$ cat config.mk
export PLATFORM = sky130hd
export DESIGN_NAME = txs_rd_ctrl_top
export DESIGN_NICKNAME = d
export VERILOG_FILES = /design/src/verilog/txs_rd_pkg.sv /design/src/verilog/txs_rd_capture.sv /design/src/verilog/txs_rd_split_fsm.sv /design/src/verilog/pending_rd_tracker.sv /design/src/verilog/tx_req_header_fmt.sv /design/src/verilog/txs_rd_ctrl_top.sv
export SDC_FILE = /design/constraint.sdc
export NUM_CORES = 1
export LEC_CHECK = 0
export ABC_AREA = 1
export ABC_CLOCK_PERIOD_IN_PS = 4200
export BUFFER_PORTS_ARGS = -buffer_cell sky130_fd_sc_hd__buf_2
export CAP_MARGIN = 20
export CORE_MARGIN = 2
export CORE_UTILIZATION = 35
export CTS_CLUSTER_SIZE = 10
export DETAILED_ROUTE_END_ITERATION = 7
export SYNTH_ARGS = -nofsm -noshare
export SYNTH_HDL_FRONTEND = slang
export SYNTH_SLANG_ARGS = --single-unit
export TNS_END_PERCENT = 30
$ cat constraint.sdc
create_clock -name AvlClk_i -period 4.2 [get_ports AvlClk_i]
set_input_delay 1.26 -clock AvlClk_i [delete_from_list [all_inputs] [get_ports AvlClk_i]]
set_output_delay 1.26 -clock AvlClk_i [all_outputs]
set_load 0.005 [all_outputs]
$ cat src/verilog/txs_rd_pkg.sv
`default_nettype none

package txs_rd_pkg;

  localparam int AVL_ADDR_W      = 20;
  localparam int BYTES_PER_BEAT  = 16;   // one avalon beat is a 128-bit word
  localparam int PAGE_BYTES      = 4096; // pcie requests may not cross this
  localparam int MAX_PEND_RD     = 8;
  localparam int CMD_FIFO_OK_LVL = 8;
  localparam int PEND_FIFO_DEPTH = 16;

  typedef logic [AVL_ADDR_W-1:0] avl_addr_t;
  typedef logic [5:0]            burst_cnt_t;
  typedef logic [12:0]           byte_cnt_t;
  typedef logic [8:0]            dw_len_t;
  typedef logic [3:0]            tag_t;
  typedef logic [63:0]           pcie_addr_t;

  typedef struct packed {
    avl_addr_t addr;   // word aligned start
    byte_cnt_t bytes;  // whole read
  } avl_rd_req_t;

  typedef struct packed {
    pcie_addr_t addr;
    logic       space64;
  } pcie_xlat_t;

  typedef struct packed {
    logic       last_seg;
    dw_len_t    dw_len;
    tag_t       tag;
    logic       is_64;
    pcie_addr_t addr;
  } tx_rd_hdr_t;

  typedef enum logic [1:0] {RD_IDLE, RD_WAIT_ADDR, RD_HEADER, RD_PIPE} rd_state_e;

  typedef enum logic [1:0] {PND_IDLE, PND_LATCH, PND_CHECK} pnd_state_e;

endpackage

`default_nettype wire

$ cat src/verilog/txs_rd_capture.sv
`timescale 1ns/10ps
`default_nettype none

module txs_rd_capture
(
  input  wire                          AvlClk_i,
  input  wire                          Rstn_i,
  input  wire txs_rd_pkg::avl_addr_t   TxAddress_i,
  input  wire txs_rd_pkg::burst_cnt_t  TxBurstCount_i,
  input  wire                          rd_accept_i,
  input  wire                          AddrTransDone_i,
  input  wire txs_rd_pkg::pcie_addr_t  PCIeAddr_i,
  input  wire [1:0]                    PCIeAddrSpace_i,
  output txs_rd_pkg::avl_rd_req_t      rd_req_o,
  output txs_rd_pkg::pcie_xlat_t       xlat_o,
  output logic                         xlat_rise_o
);

  logic done_q;  // previous AddrTransDone_i

  // read request, held for the whole split
  always_ff @(posedge AvlClk_i)
  begin
    if (rd_accept_i)
    begin
      rd_req_o.addr  <= TxAddress_i &
                        ~txs_rd_pkg::avl_addr_t'(txs_rd_pkg::BYTES_PER_BEAT - 1);
      rd_req_o.bytes <= txs_rd_pkg::byte_cnt_t'(TxBurstCount_i) *
                        txs_rd_pkg::byte_cnt_t'(txs_rd_pkg::BYTES_PER_BEAT);
    end
  end

  always_ff @(posedge AvlClk_i or negedge Rstn_i)
  begin
    if (!Rstn_i)
      done_q <= 1'b0;
    else
      done_q <= AddrTransDone_i;
  end

  assign xlat_rise_o = AddrTransDone_i & ~done_q;

  // translator result is only valid on the first cycle of done
  always_ff @(posedge AvlClk_i)
  begin
    if (xlat_rise_o)
    begin
      xlat_o.addr    <= PCIeAddr_i;
      xlat_o.space64 <= PCIeAddrSpace_i[0];  // bit 1 carries no meaning for reads
    end
  end

endmodule

`default_nettype wire

$ cat src/verilog/txs_rd_split_fsm.sv
`timescale 1ns/10ps
`default_nettype none

module txs_rd_split_fsm
(
  input  wire                           AvlClk_i,
  input  wire                           Rstn_i,
  input  wire                           TxChipSelect_i,
  input  wire                           TxRead_i,
  input  wire                           MasterEnable_i,
  input  wire                           AddrTransDone_i,
  input  wire [3:0]                     CmdFifoUsedW_i,
  input  wire [31:0]                    DevCsr_i,
  input  wire                           rd_credit_ok_i,
  input  wire txs_rd_pkg::avl_rd_req_t  rd_req_i,
  output logic                          TxWaitRequest_o,
  output logic                          rd_accept_o,
  output logic                          AvlAddrVld_o,
  output txs_rd_pkg::avl_addr_t         AvlAddr_o,
  output logic                          hdr_strobe_o,
  output logic                          seg_last_o,
  output txs_rd_pkg::byte_cnt_t         seg_bytes_o
);

  txs_rd_pkg::rd_state_e state_q;
  txs_rd_pkg::rd_state_e state_d;
  txs_rd_pkg::byte_cnt_t done_bytes_q;  // bytes already issued for this read
  txs_rd_pkg::avl_addr_t seg_addr;
  txs_rd_pkg::byte_cnt_t remain_bytes;
  txs_rd_pkg::byte_cnt_t bytes_to_4k;
  txs_rd_pkg::byte_cnt_t max_rd_size;
  logic                  wait_q;        // second or later cycle of WAIT_ADDR
  logic                  sel_remain;
  logic                  sel_4k;
  logic                  sel_remain_q;
  logic                  sel_4k_q;
  logic                  cmd_fifo_ok;

  assign cmd_fifo_ok = (CmdFifoUsedW_i <= txs_rd_pkg::CMD_FIFO_OK_LVL);

  assign rd_accept_o = (state_q == txs_rd_pkg::RD_IDLE) & TxChipSelect_i & TxRead_i &
                       rd_credit_ok_i & MasterEnable_i & ~AddrTransDone_i;
  assign TxWaitRequest_o = ~rd_accept_o;

  assign seg_addr     = rd_req_i.addr + txs_rd_pkg::avl_addr_t'(done_bytes_q);
  assign remain_bytes = rd_req_i.bytes - done_bytes_q;
  assign bytes_to_4k  = txs_rd_pkg::byte_cnt_t'(txs_rd_pkg::PAGE_BYTES) -
                        txs_rd_pkg::byte_cnt_t'(seg_addr[$clog2(txs_rd_pkg::PAGE_BYTES)-1:0]);

  always_comb
  begin
    case (DevCsr_i[14:12])  // max read request size field
      3'b000:  max_rd_size = 13'd128;
      3'b001:  max_rd_size = 13'd256;
      default: max_rd_size = 13'd512;
    endcase
  end

  assign sel_remain = (remain_bytes <= max_rd_size) & (remain_bytes <= bytes_to_4k);
  assign sel_4k     = ~sel_remain & (bytes_to_4k <= max_rd_size);

  always_comb
  begin
    state_d = state_q;
    case (state_q)
      txs_rd_pkg::RD_IDLE:
        if (rd_accept_o)
          state_d = txs_rd_pkg::RD_WAIT_ADDR;
      txs_rd_pkg::RD_WAIT_ADDR:
        if (wait_q & AddrTransDone_i & cmd_fifo_ok)
          state_d = txs_rd_pkg::RD_HEADER;
      txs_rd_pkg::RD_HEADER:
        state_d = seg_last_o ? txs_rd_pkg::RD_IDLE : txs_rd_pkg::RD_PIPE;
      txs_rd_pkg::RD_PIPE:
        if (!AddrTransDone_i)  // translator has seen valid drop
          state_d = txs_rd_pkg::RD_WAIT_ADDR;
      default:
        state_d = txs_rd_pkg::RD_IDLE;
    endcase
  end

  always_ff @(posedge AvlClk_i or negedge Rstn_i)
  begin
    if (!Rstn_i)
    begin
      state_q      <= txs_rd_pkg::RD_IDLE;
      wait_q       <= 1'b0;
      done_bytes_q <= '0;
      sel_remain_q <= 1'b0;
      sel_4k_q     <= 1'b0;
    end
    else
    begin
      state_q      <= state_d;
      wait_q       <= (state_q == txs_rd_pkg::RD_WAIT_ADDR);
      sel_remain_q <= sel_remain;  // size select pipelined for fmax
      sel_4k_q     <= sel_4k;
      if (rd_accept_o)
        done_bytes_q <= '0;
      else if (hdr_strobe_o)
        done_bytes_q <= done_bytes_q + seg_bytes_o;
    end
  end

  assign seg_bytes_o  = sel_remain_q ? remain_bytes : (sel_4k_q ? bytes_to_4k : max_rd_size);
  assign seg_last_o   = sel_remain_q;
  assign hdr_strobe_o = (state_q == txs_rd_pkg::RD_HEADER);
  assign AvlAddrVld_o = (state_q == txs_rd_pkg::RD_WAIT_ADDR);
  assign AvlAddr_o    = seg_addr;

endmodule

`default_nettype wire

$ cat src/verilog/pending_rd_tracker.sv
`timescale 1ns/10ps
`default_nettype none

module pending_rd_tracker
(
  input  wire                          AvlClk_i,
  input  wire                          Rstn_i,
  input  wire                          rd_accept_i,
  input  wire txs_rd_pkg::burst_cnt_t  TxBurstCount_i,
  input  wire                          TxsReadDataValid_i,
  output logic                         rd_credit_ok_o
);

  txs_rd_pkg::burst_cnt_t mem_q [txs_rd_pkg::PEND_FIFO_DEPTH];
  logic [$clog2(txs_rd_pkg::PEND_FIFO_DEPTH)-1:0] wr_ptr_q;
  logic [$clog2(txs_rd_pkg::PEND_FIFO_DEPTH)-1:0] rd_ptr_q;
  logic [$clog2(txs_rd_pkg::PEND_FIFO_DEPTH):0]   fill_q;
  txs_rd_pkg::burst_cnt_t fifo_q;   // registered queue output
  txs_rd_pkg::burst_cnt_t head_q;   // burst count of the oldest read
  txs_rd_pkg::pnd_state_e state_q;
  txs_rd_pkg::pnd_state_e state_d;
  logic [9:0]             beat_cnt_q;
  logic [3:0]             pend_cnt_q;
  logic                   empty;
  logic                   pop;
  logic                   retire;

  assign empty  = (fill_q == '0);
  // single-cycle pulse, CHECK is always left on a match
  assign retire = (state_q == txs_rd_pkg::PND_CHECK) & (beat_cnt_q >= 10'(head_q));
  assign pop    = ~empty & ((state_q == txs_rd_pkg::PND_IDLE) | retire);

  always_ff @(posedge AvlClk_i)
  begin
    if (rd_accept_i)
      mem_q[wr_ptr_q] <= TxBurstCount_i;
    if (pop)
      fifo_q <= mem_q[rd_ptr_q];
    if (state_q == txs_rd_pkg::PND_LATCH)
      head_q <= fifo_q;
  end

  always_comb
  begin
    state_d = state_q;
    case (state_q)
      txs_rd_pkg::PND_IDLE:  if (!empty) state_d = txs_rd_pkg::PND_LATCH;
      txs_rd_pkg::PND_LATCH: state_d = txs_rd_pkg::PND_CHECK;
      txs_rd_pkg::PND_CHECK:
        if (retire)
          state_d = empty ? txs_rd_pkg::PND_IDLE : txs_rd_pkg::PND_LATCH;
      default: state_d = txs_rd_pkg::PND_IDLE;
    endcase
  end

  always_ff @(posedge AvlClk_i or negedge Rstn_i)
  begin
    if (!Rstn_i)
    begin
      state_q    <= txs_rd_pkg::PND_IDLE;
      wr_ptr_q   <= '0;
      rd_ptr_q   <= '0;
      fill_q     <= '0;
      beat_cnt_q <= '0;
      pend_cnt_q <= '0;
    end
    else
    begin
      state_q  <= state_d;
      wr_ptr_q <= wr_ptr_q + rd_accept_i;
      rd_ptr_q <= rd_ptr_q + pop;
      if (rd_accept_i & ~pop)
        fill_q <= fill_q + 1'b1;
      else if (pop & ~rd_accept_i)
        fill_q <= fill_q - 1'b1;
      // beats beyond the head entry carry over to the next read
      beat_cnt_q <= beat_cnt_q - (retire ? 10'(head_q) : 10'd0) + 10'(TxsReadDataValid_i);
      if (rd_accept_i & ~retire)
        pend_cnt_q <= pend_cnt_q + 1'b1;
      else if (~rd_accept_i & retire)
        pend_cnt_q <= pend_cnt_q - 1'b1;
    end
  end

  assign rd_credit_ok_o = (pend_cnt_q < txs_rd_pkg::MAX_PEND_RD);

endmodule

`default_nettype wire

$ cat src/verilog/tx_req_header_fmt.sv
`timescale 1ns/10ps
`default_nettype none

module tx_req_header_fmt
(
  input  wire                         AvlClk_i,
  input  wire                         Rstn_i,
  input  wire                         hdr_strobe_i,
  input  wire                         seg_last_i,
  input  wire txs_rd_pkg::byte_cnt_t  seg_bytes_i,
  input  wire txs_rd_pkg::pcie_xlat_t xlat_i,
  output logic                        CmdFifoWrReq_o,
  output txs_rd_pkg::tx_rd_hdr_t      TxReqHeader_o
);

  txs_rd_pkg::tag_t tag_q;

  // one tag per header, wraps at 16
  always_ff @(posedge AvlClk_i or negedge Rstn_i)
  begin
    if (!Rstn_i)
      tag_q <= '0;
    else if (hdr_strobe_i)
      tag_q <= tag_q + 1'b1;
  end

  assign CmdFifoWrReq_o = hdr_strobe_i;

  always_comb
  begin
    TxReqHeader_o.last_seg = seg_last_i;
    TxReqHeader_o.dw_len   = txs_rd_pkg::dw_len_t'(seg_bytes_i >> 2);  // bytes to dwords
    TxReqHeader_o.tag      = tag_q;
    // 4DW header only when the upper half is really used
    TxReqHeader_o.is_64    = xlat_i.space64 & (|xlat_i.addr[63:32]);
    TxReqHeader_o.addr     = xlat_i.addr;
  end

endmodule

`default_nettype wire

$ cat src/verilog/txs_rd_ctrl_top.sv
`timescale 1ns/10ps
`default_nettype none

module txs_rd_ctrl_top
(
  input  wire                          AvlClk_i,
  input  wire                          Rstn_i,
  input  wire                          TxChipSelect_i,
  input  wire                          TxRead_i,
  input  wire txs_rd_pkg::burst_cnt_t  TxBurstCount_i,
  input  wire txs_rd_pkg::avl_addr_t   TxAddress_i,
  output logic                         TxWaitRequest_o,
  output logic                         AvlAddrVld_o,
  output txs_rd_pkg::avl_addr_t        AvlAddr_o,
  input  wire                          AddrTransDone_i,
  input  wire txs_rd_pkg::pcie_addr_t  PCIeAddr_i,
  input  wire [1:0]                    PCIeAddrSpace_i,
  output logic                         CmdFifoWrReq_o,
  output txs_rd_pkg::tx_rd_hdr_t       TxReqHeader_o,
  input  wire [3:0]                    CmdFifoUsedW_i,
  input  wire [31:0]                   DevCsr_i,
  input  wire                          MasterEnable_i,
  input  wire                          TxsReadDataValid_i
);

  logic                    rd_accept;
  logic                    rd_credit_ok;
  txs_rd_pkg::avl_rd_req_t rd_req;
  txs_rd_pkg::pcie_xlat_t  xlat;
  logic                    hdr_strobe;
  logic                    seg_last;
  txs_rd_pkg::byte_cnt_t   seg_bytes;

  txs_rd_capture u_capture (
    .AvlClk_i(AvlClk_i), .Rstn_i(Rstn_i), .TxAddress_i(TxAddress_i),
    .TxBurstCount_i(TxBurstCount_i), .rd_accept_i(rd_accept),
    .AddrTransDone_i(AddrTransDone_i), .PCIeAddr_i(PCIeAddr_i),
    .PCIeAddrSpace_i(PCIeAddrSpace_i), .rd_req_o(rd_req), .xlat_o(xlat),
    .xlat_rise_o()
  );

  txs_rd_split_fsm u_split (
    .AvlClk_i(AvlClk_i), .Rstn_i(Rstn_i), .TxChipSelect_i(TxChipSelect_i),
    .TxRead_i(TxRead_i), .MasterEnable_i(MasterEnable_i),
    .AddrTransDone_i(AddrTransDone_i), .CmdFifoUsedW_i(CmdFifoUsedW_i),
    .DevCsr_i(DevCsr_i), .rd_credit_ok_i(rd_credit_ok), .rd_req_i(rd_req),
    .TxWaitRequest_o(TxWaitRequest_o), .rd_accept_o(rd_accept),
    .AvlAddrVld_o(AvlAddrVld_o), .AvlAddr_o(AvlAddr_o), .hdr_strobe_o(hdr_strobe),
    .seg_last_o(seg_last), .seg_bytes_o(seg_bytes)
  );

  pending_rd_tracker u_pend (
    .AvlClk_i(AvlClk_i), .Rstn_i(Rstn_i), .rd_accept_i(rd_accept),
    .TxBurstCount_i(TxBurstCount_i), .TxsReadDataValid_i(TxsReadDataValid_i),
    .rd_credit_ok_o(rd_credit_ok)
  );

  tx_req_header_fmt u_hdr (
    .AvlClk_i(AvlClk_i), .Rstn_i(Rstn_i), .hdr_strobe_i(hdr_strobe),
    .seg_last_i(seg_last), .seg_bytes_i(seg_bytes), .xlat_i(xlat),
    .CmdFifoWrReq_o(CmdFifoWrReq_o), .TxReqHeader_o(TxReqHeader_o)
  );

endmodule

`default_nettype wire

==> flow_metrics.py <==
metrics = {
    "logic_synthesis": {
        "synth-async-reset-ratio_pct": 21.1,
        "yosys_warnings": 0,
        "postSynthCellCount": 1172,
        "ys_ff_latch": 247,
        "syn_area_per_cell_um2": 10.7,
        "yosysSeqAreaShare_pct": 57.0,
        "synth_edf_count": 195,
        "ys.flop_type": "edfxtp_1",
        "synth_nets": 1394,
        "synth_area_um2": 12500,
        "yosysUniqueCellTypes": 45,
    },
    "sta": {
        "fmax_mhz": 245,
        "relSlewSlack_pct": 35.7,
        "tns_ns": 0,
        "skew_ns": 0.0138,
        "finalSetupViolations": 0,
        "rsz0062_at_grt": "yes",
        "worst_pin_slew_ns": 0.965,
        "final-hold-violation-count": 0,
        "min_period_over_period_pct": 97.0,
        "finalWorstPathRequiredPeriod_ns": 4.08,
        "whs_ns": 0.418,
        "finalMaxSlewViolations": 0,
    },
    "hold_path": {
        "hold_class": "flip-flop to flip-flop",
    },
    "pwr": {
        "power_frac_seq_pct": 33.1,
        "p_sw_mw": 4.05,
        "p_int_mw": 6.07,
        "clockPowerShare_pct": 22.0,
        "p_per_area_nw_per_um2": 695,
        "ir_drop_mv": 0.330,
        "p_comb_share_pct": 44.9,
        "cellLeakagePower_nw": 6.25,
        "switching_share_pct": 40.0,
    },
    "placement": {
        "dpl_cell_area_um2": 13700,
        "port_buffers": 202,
        "dp.cells": 1761,
        "dp_hpwl_um": 20600,
        "gp_congestion": 0.878,
    },
    "clock_tree": {
        "clk-insertion-delay-late_ns": 0.55,
        "clk_pin_slew_ns": 0.05,
        "htreeDepth": 1,
        "clockBufferDepth": 3,
        "cts_root_buf": "clkbuf_16",
        "cts_tree": "built",
        "cts_sinks": 247,
        "numCtsBuffers": 29,
    },
    "worst_setup_path": {
        "r2r-end": "u_pend.beat_cnt_q[8]",
        "critPathArrivalTime_ns": 2.82,
        "crit_path_max_fanout": 3,
        "startpoint": "u_split.done_bytes_q[4]",
        "cp.required_ns": 2.94,
        "crit_type": "flip-flop to output port",
        "reg2reg_depth": 24,
        "r2r_setup_slack_ns": 0.46,
        "r2r_start": "u_pend.head_q[0]",
        "cp-start-kind": "flip-flop",
        "worstSetupEndpointType": "output port",
        "endpoint": "AvlAddr_o[18]",
    },
    "route": {
        "detail-route-antenna-nets": 0,
        "via_count": 8737,
        "avgRoutedWirePerCell_um": 15.7,
        "route.detailed.drc": 0,
        "drtIter0Drc": 548,
        "wl_um": 28600,
        "first_pass_iters": 6,
        "viasPerCell": 4.81,
    },
    "floorplan": {
        "die-area_um2": 37400,
        "start_util_pct": 35.4,
        "die_w_um": 193,
        "io_pins": 237,
        "die_h_um": 193,
        "num_rows": 69,
        "core-area_um2": 35400,
    },
    "global_route": {
        "grt_max_degree": 66,
        "grt_usage_pct": 15.0,
        "antenna_found_initial": 1,
        "grt_pass1_vias": 8554,
        "grt.overflow.total": 0,
        "grt_pass1_wl_um": 45700,
    },
    "layout": {
        "design.final.nets": 1558,
        "instances_no_fill": 1818,
        "antenna_cells": 0,
        "drive_gt1_share_pct": 21.8,
        "fin_util_pct": 41.2,
        "design_area_um2": 14600,
        "syn2layout_area_growth_pct": 16.1,
    },
    "flow_run": {
        "max-cap-violations": 0,
    },
    "status": {
        "status": "finished clean",
    },
}
==> cells in the mapped netlist (3+ instances only) <==
master / count / area [um^2]
nor2_1: 112 / 420
dfrtp_1: 52 / 1300
xnor2_1: 9 / 78.8
o21bai_1: 3 / 22.5
inv_2: 5 / 18.8
inv_1: 121 / 454
o221ai_1: 15 / 131
nor2_4: 3 / 33.8
nor2_2: 5 / 31.3
o22ai_1: 19 / 119
o211ai_1: 8 / 60.1
nor3_1: 6 / 30.0
nand4_1: 18 / 113
a21o_1: 7 / 52.6
buf_4: 69 / 518
nand2_1: 169 / 634
o21ai_0: 79 / 395
nand2_2: 8 / 50.1
clkbuf_1: 16 / 60.1
a21oi_1: 43 / 215
fa_1: 5 / 100
o21ai_1: 9 / 45.0
ha_1: 82 / 1030
edfxtp_1: 195 / 5860
xor2_1: 26 / 228
nand3_1: 53 / 265
nor4_1: 9 / 56.3
==> routing by layer <==
layer,global-route usage (%),routed length [um],vias to the layer above
li1,-,-,4346
met1,20.8,13100,4152
met2,24.8,13600,201
met3,2.55,1440,36
met4,3.11,465,2
met5,0,13,-
==> sequential cells by signal, indices dropped and copies added (netlist names) <==
name                  cells
u_pend.mem_q             96
u_capture.xlat_o         65
u_capture.rd_req_o       22
u_split.done_bytes_q     13
u_pend.beat_cnt_q        10
u_pend.fifo_q             6
u_pend.head_q             6
u_pend.fill_q             5
u_hdr.tag_q               4
u_pend.pend_cnt_q         4
u_pend.rd_ptr_q           4
u_pend.wr_ptr_q           4
u_pend.state_q            2
u_split.state_q           2
u_capture.done_q          1
u_split.seg_last_o        1
u_split.sel_4k_q          1
u_split.wait_q            1
==> logic make-up after synthesis <==
group	after synthesis	share of synthesized area, %
buffers and inverters	213	8.44
adders and majority gates	87	8.97
xor gates and xnor gates	36	2.57
AOI/OAI and AO/OA	196	9.11
DFF	247	57.0
and+or+nand+nor	393	13.9
==> layout make-up <==
cell class | instances | area [um^2]
inverter | 127 | 477
clock inverter | 4 | 20.0
fill | 3402 | 20800
clock buffer | 48 | 807
multi-input combinational | 712 | 4390
timing repair buffer | 219 | 1140
sequential | 247 | 7160
tap | 461 | 577
==> critical path, stage by stage, from the launching register on <==
cell and delay (ns):
dfrtp_2 0.41, ha_4 0.16, inv_1 0.05, fa_2 0.34, inv_2 0.09, nand3_2 0.08, nand2_2 0.09, nand4_1 0.13
a21boi_2 0.21, o21ai_2 0.09, nor3_2 0.25, nand2_1 0.10, xnor2_1 0.13, buf_2 0.13
==> stage by stage <==
step	worst slack [ns]	power, mW
after floorplan	0.519	6.57
after global placement	0.383	7.72
after detailed placement	0.369	7.84
after CTS	-0.0235	10.1
after global routing	-0.00982	11.0
final	0.124	10.1
==> timing repair <==
action                     CTS  global route
pin swaps                    1             7
setup endpoints to repair    5             7
hold buffers                 0             0
resized for setup            5            11
setup buffers                1             4
==> power by group through the flow <==
stage	combinational, mW	sequential [mW]	clock [mW]
6_report	4.54	3.35	2.23
5_1_grt	5.19	3.40	2.40
4_1_cts	4.50	3.35	2.29
3_5_place_dp	4.46	3.39	0
3_3_place_gp	4.34	3.38	0
2_1_floorplan	3.28	3.28	0
==> worst min path at each step <==
stage,slack (ns),to,depth (start not counted),startpoint
6_report,0.42,u_pend.head_q[3],0,u_pend.fifo_q[3]
3_3_place_gp,0.40,u_pend.head_q[2],0,u_pend.fifo_q[2]
2_1_floorplan,0.40,u_pend.head_q[0],0,u_pend.fifo_q[0]
3_5_place_dp,0.41,u_pend.head_q[0],0,u_pend.fifo_q[0]
5_1_grt,0.43,u_pend.head_q[0],0,u_pend.fifo_q[0]
4_1_cts,0.42,u_pend.head_q[0],0,u_pend.fifo_q[0]
==> cells in the final DEF (no fill, tap or decap), types with 8 or more instances in the layout <==
| master | Yosys | layout |
|---|---|---|
| a21oi_1 | 43 | 42 |
| buf_2 | 0 | 202 |
| buf_4 | 69 | 17 |
| clkbuf_1 | 16 | 18 |
| clkbuf_16 | 0 | 29 |
| dfrtp_1 | 52 | 51 |
| edfxtp_1 | 195 | 195 |
| ha_1 | 82 | 79 |
| inv_1 | 121 | 120 |
| nand2_1 | 169 | 169 |
| nand2_2 | 8 | 8 |
| nand3_1 | 53 | 52 |
| nand4_1 | 18 | 18 |
| nor2_1 | 112 | 109 |
| nor4_1 | 9 | 9 |
| o211ai_1 | 8 | 8 |
| o21ai_0 | 79 | 78 |
| o21ai_1 | 9 | 9 |
| o221ai_1 | 15 | 15 |
| o22ai_1 | 19 | 18 |
| xnor2_1 | 9 | 9 |
| xor2_1 | 26 | 26 |
No activity file was read; power rests on OpenSTA's default activity.
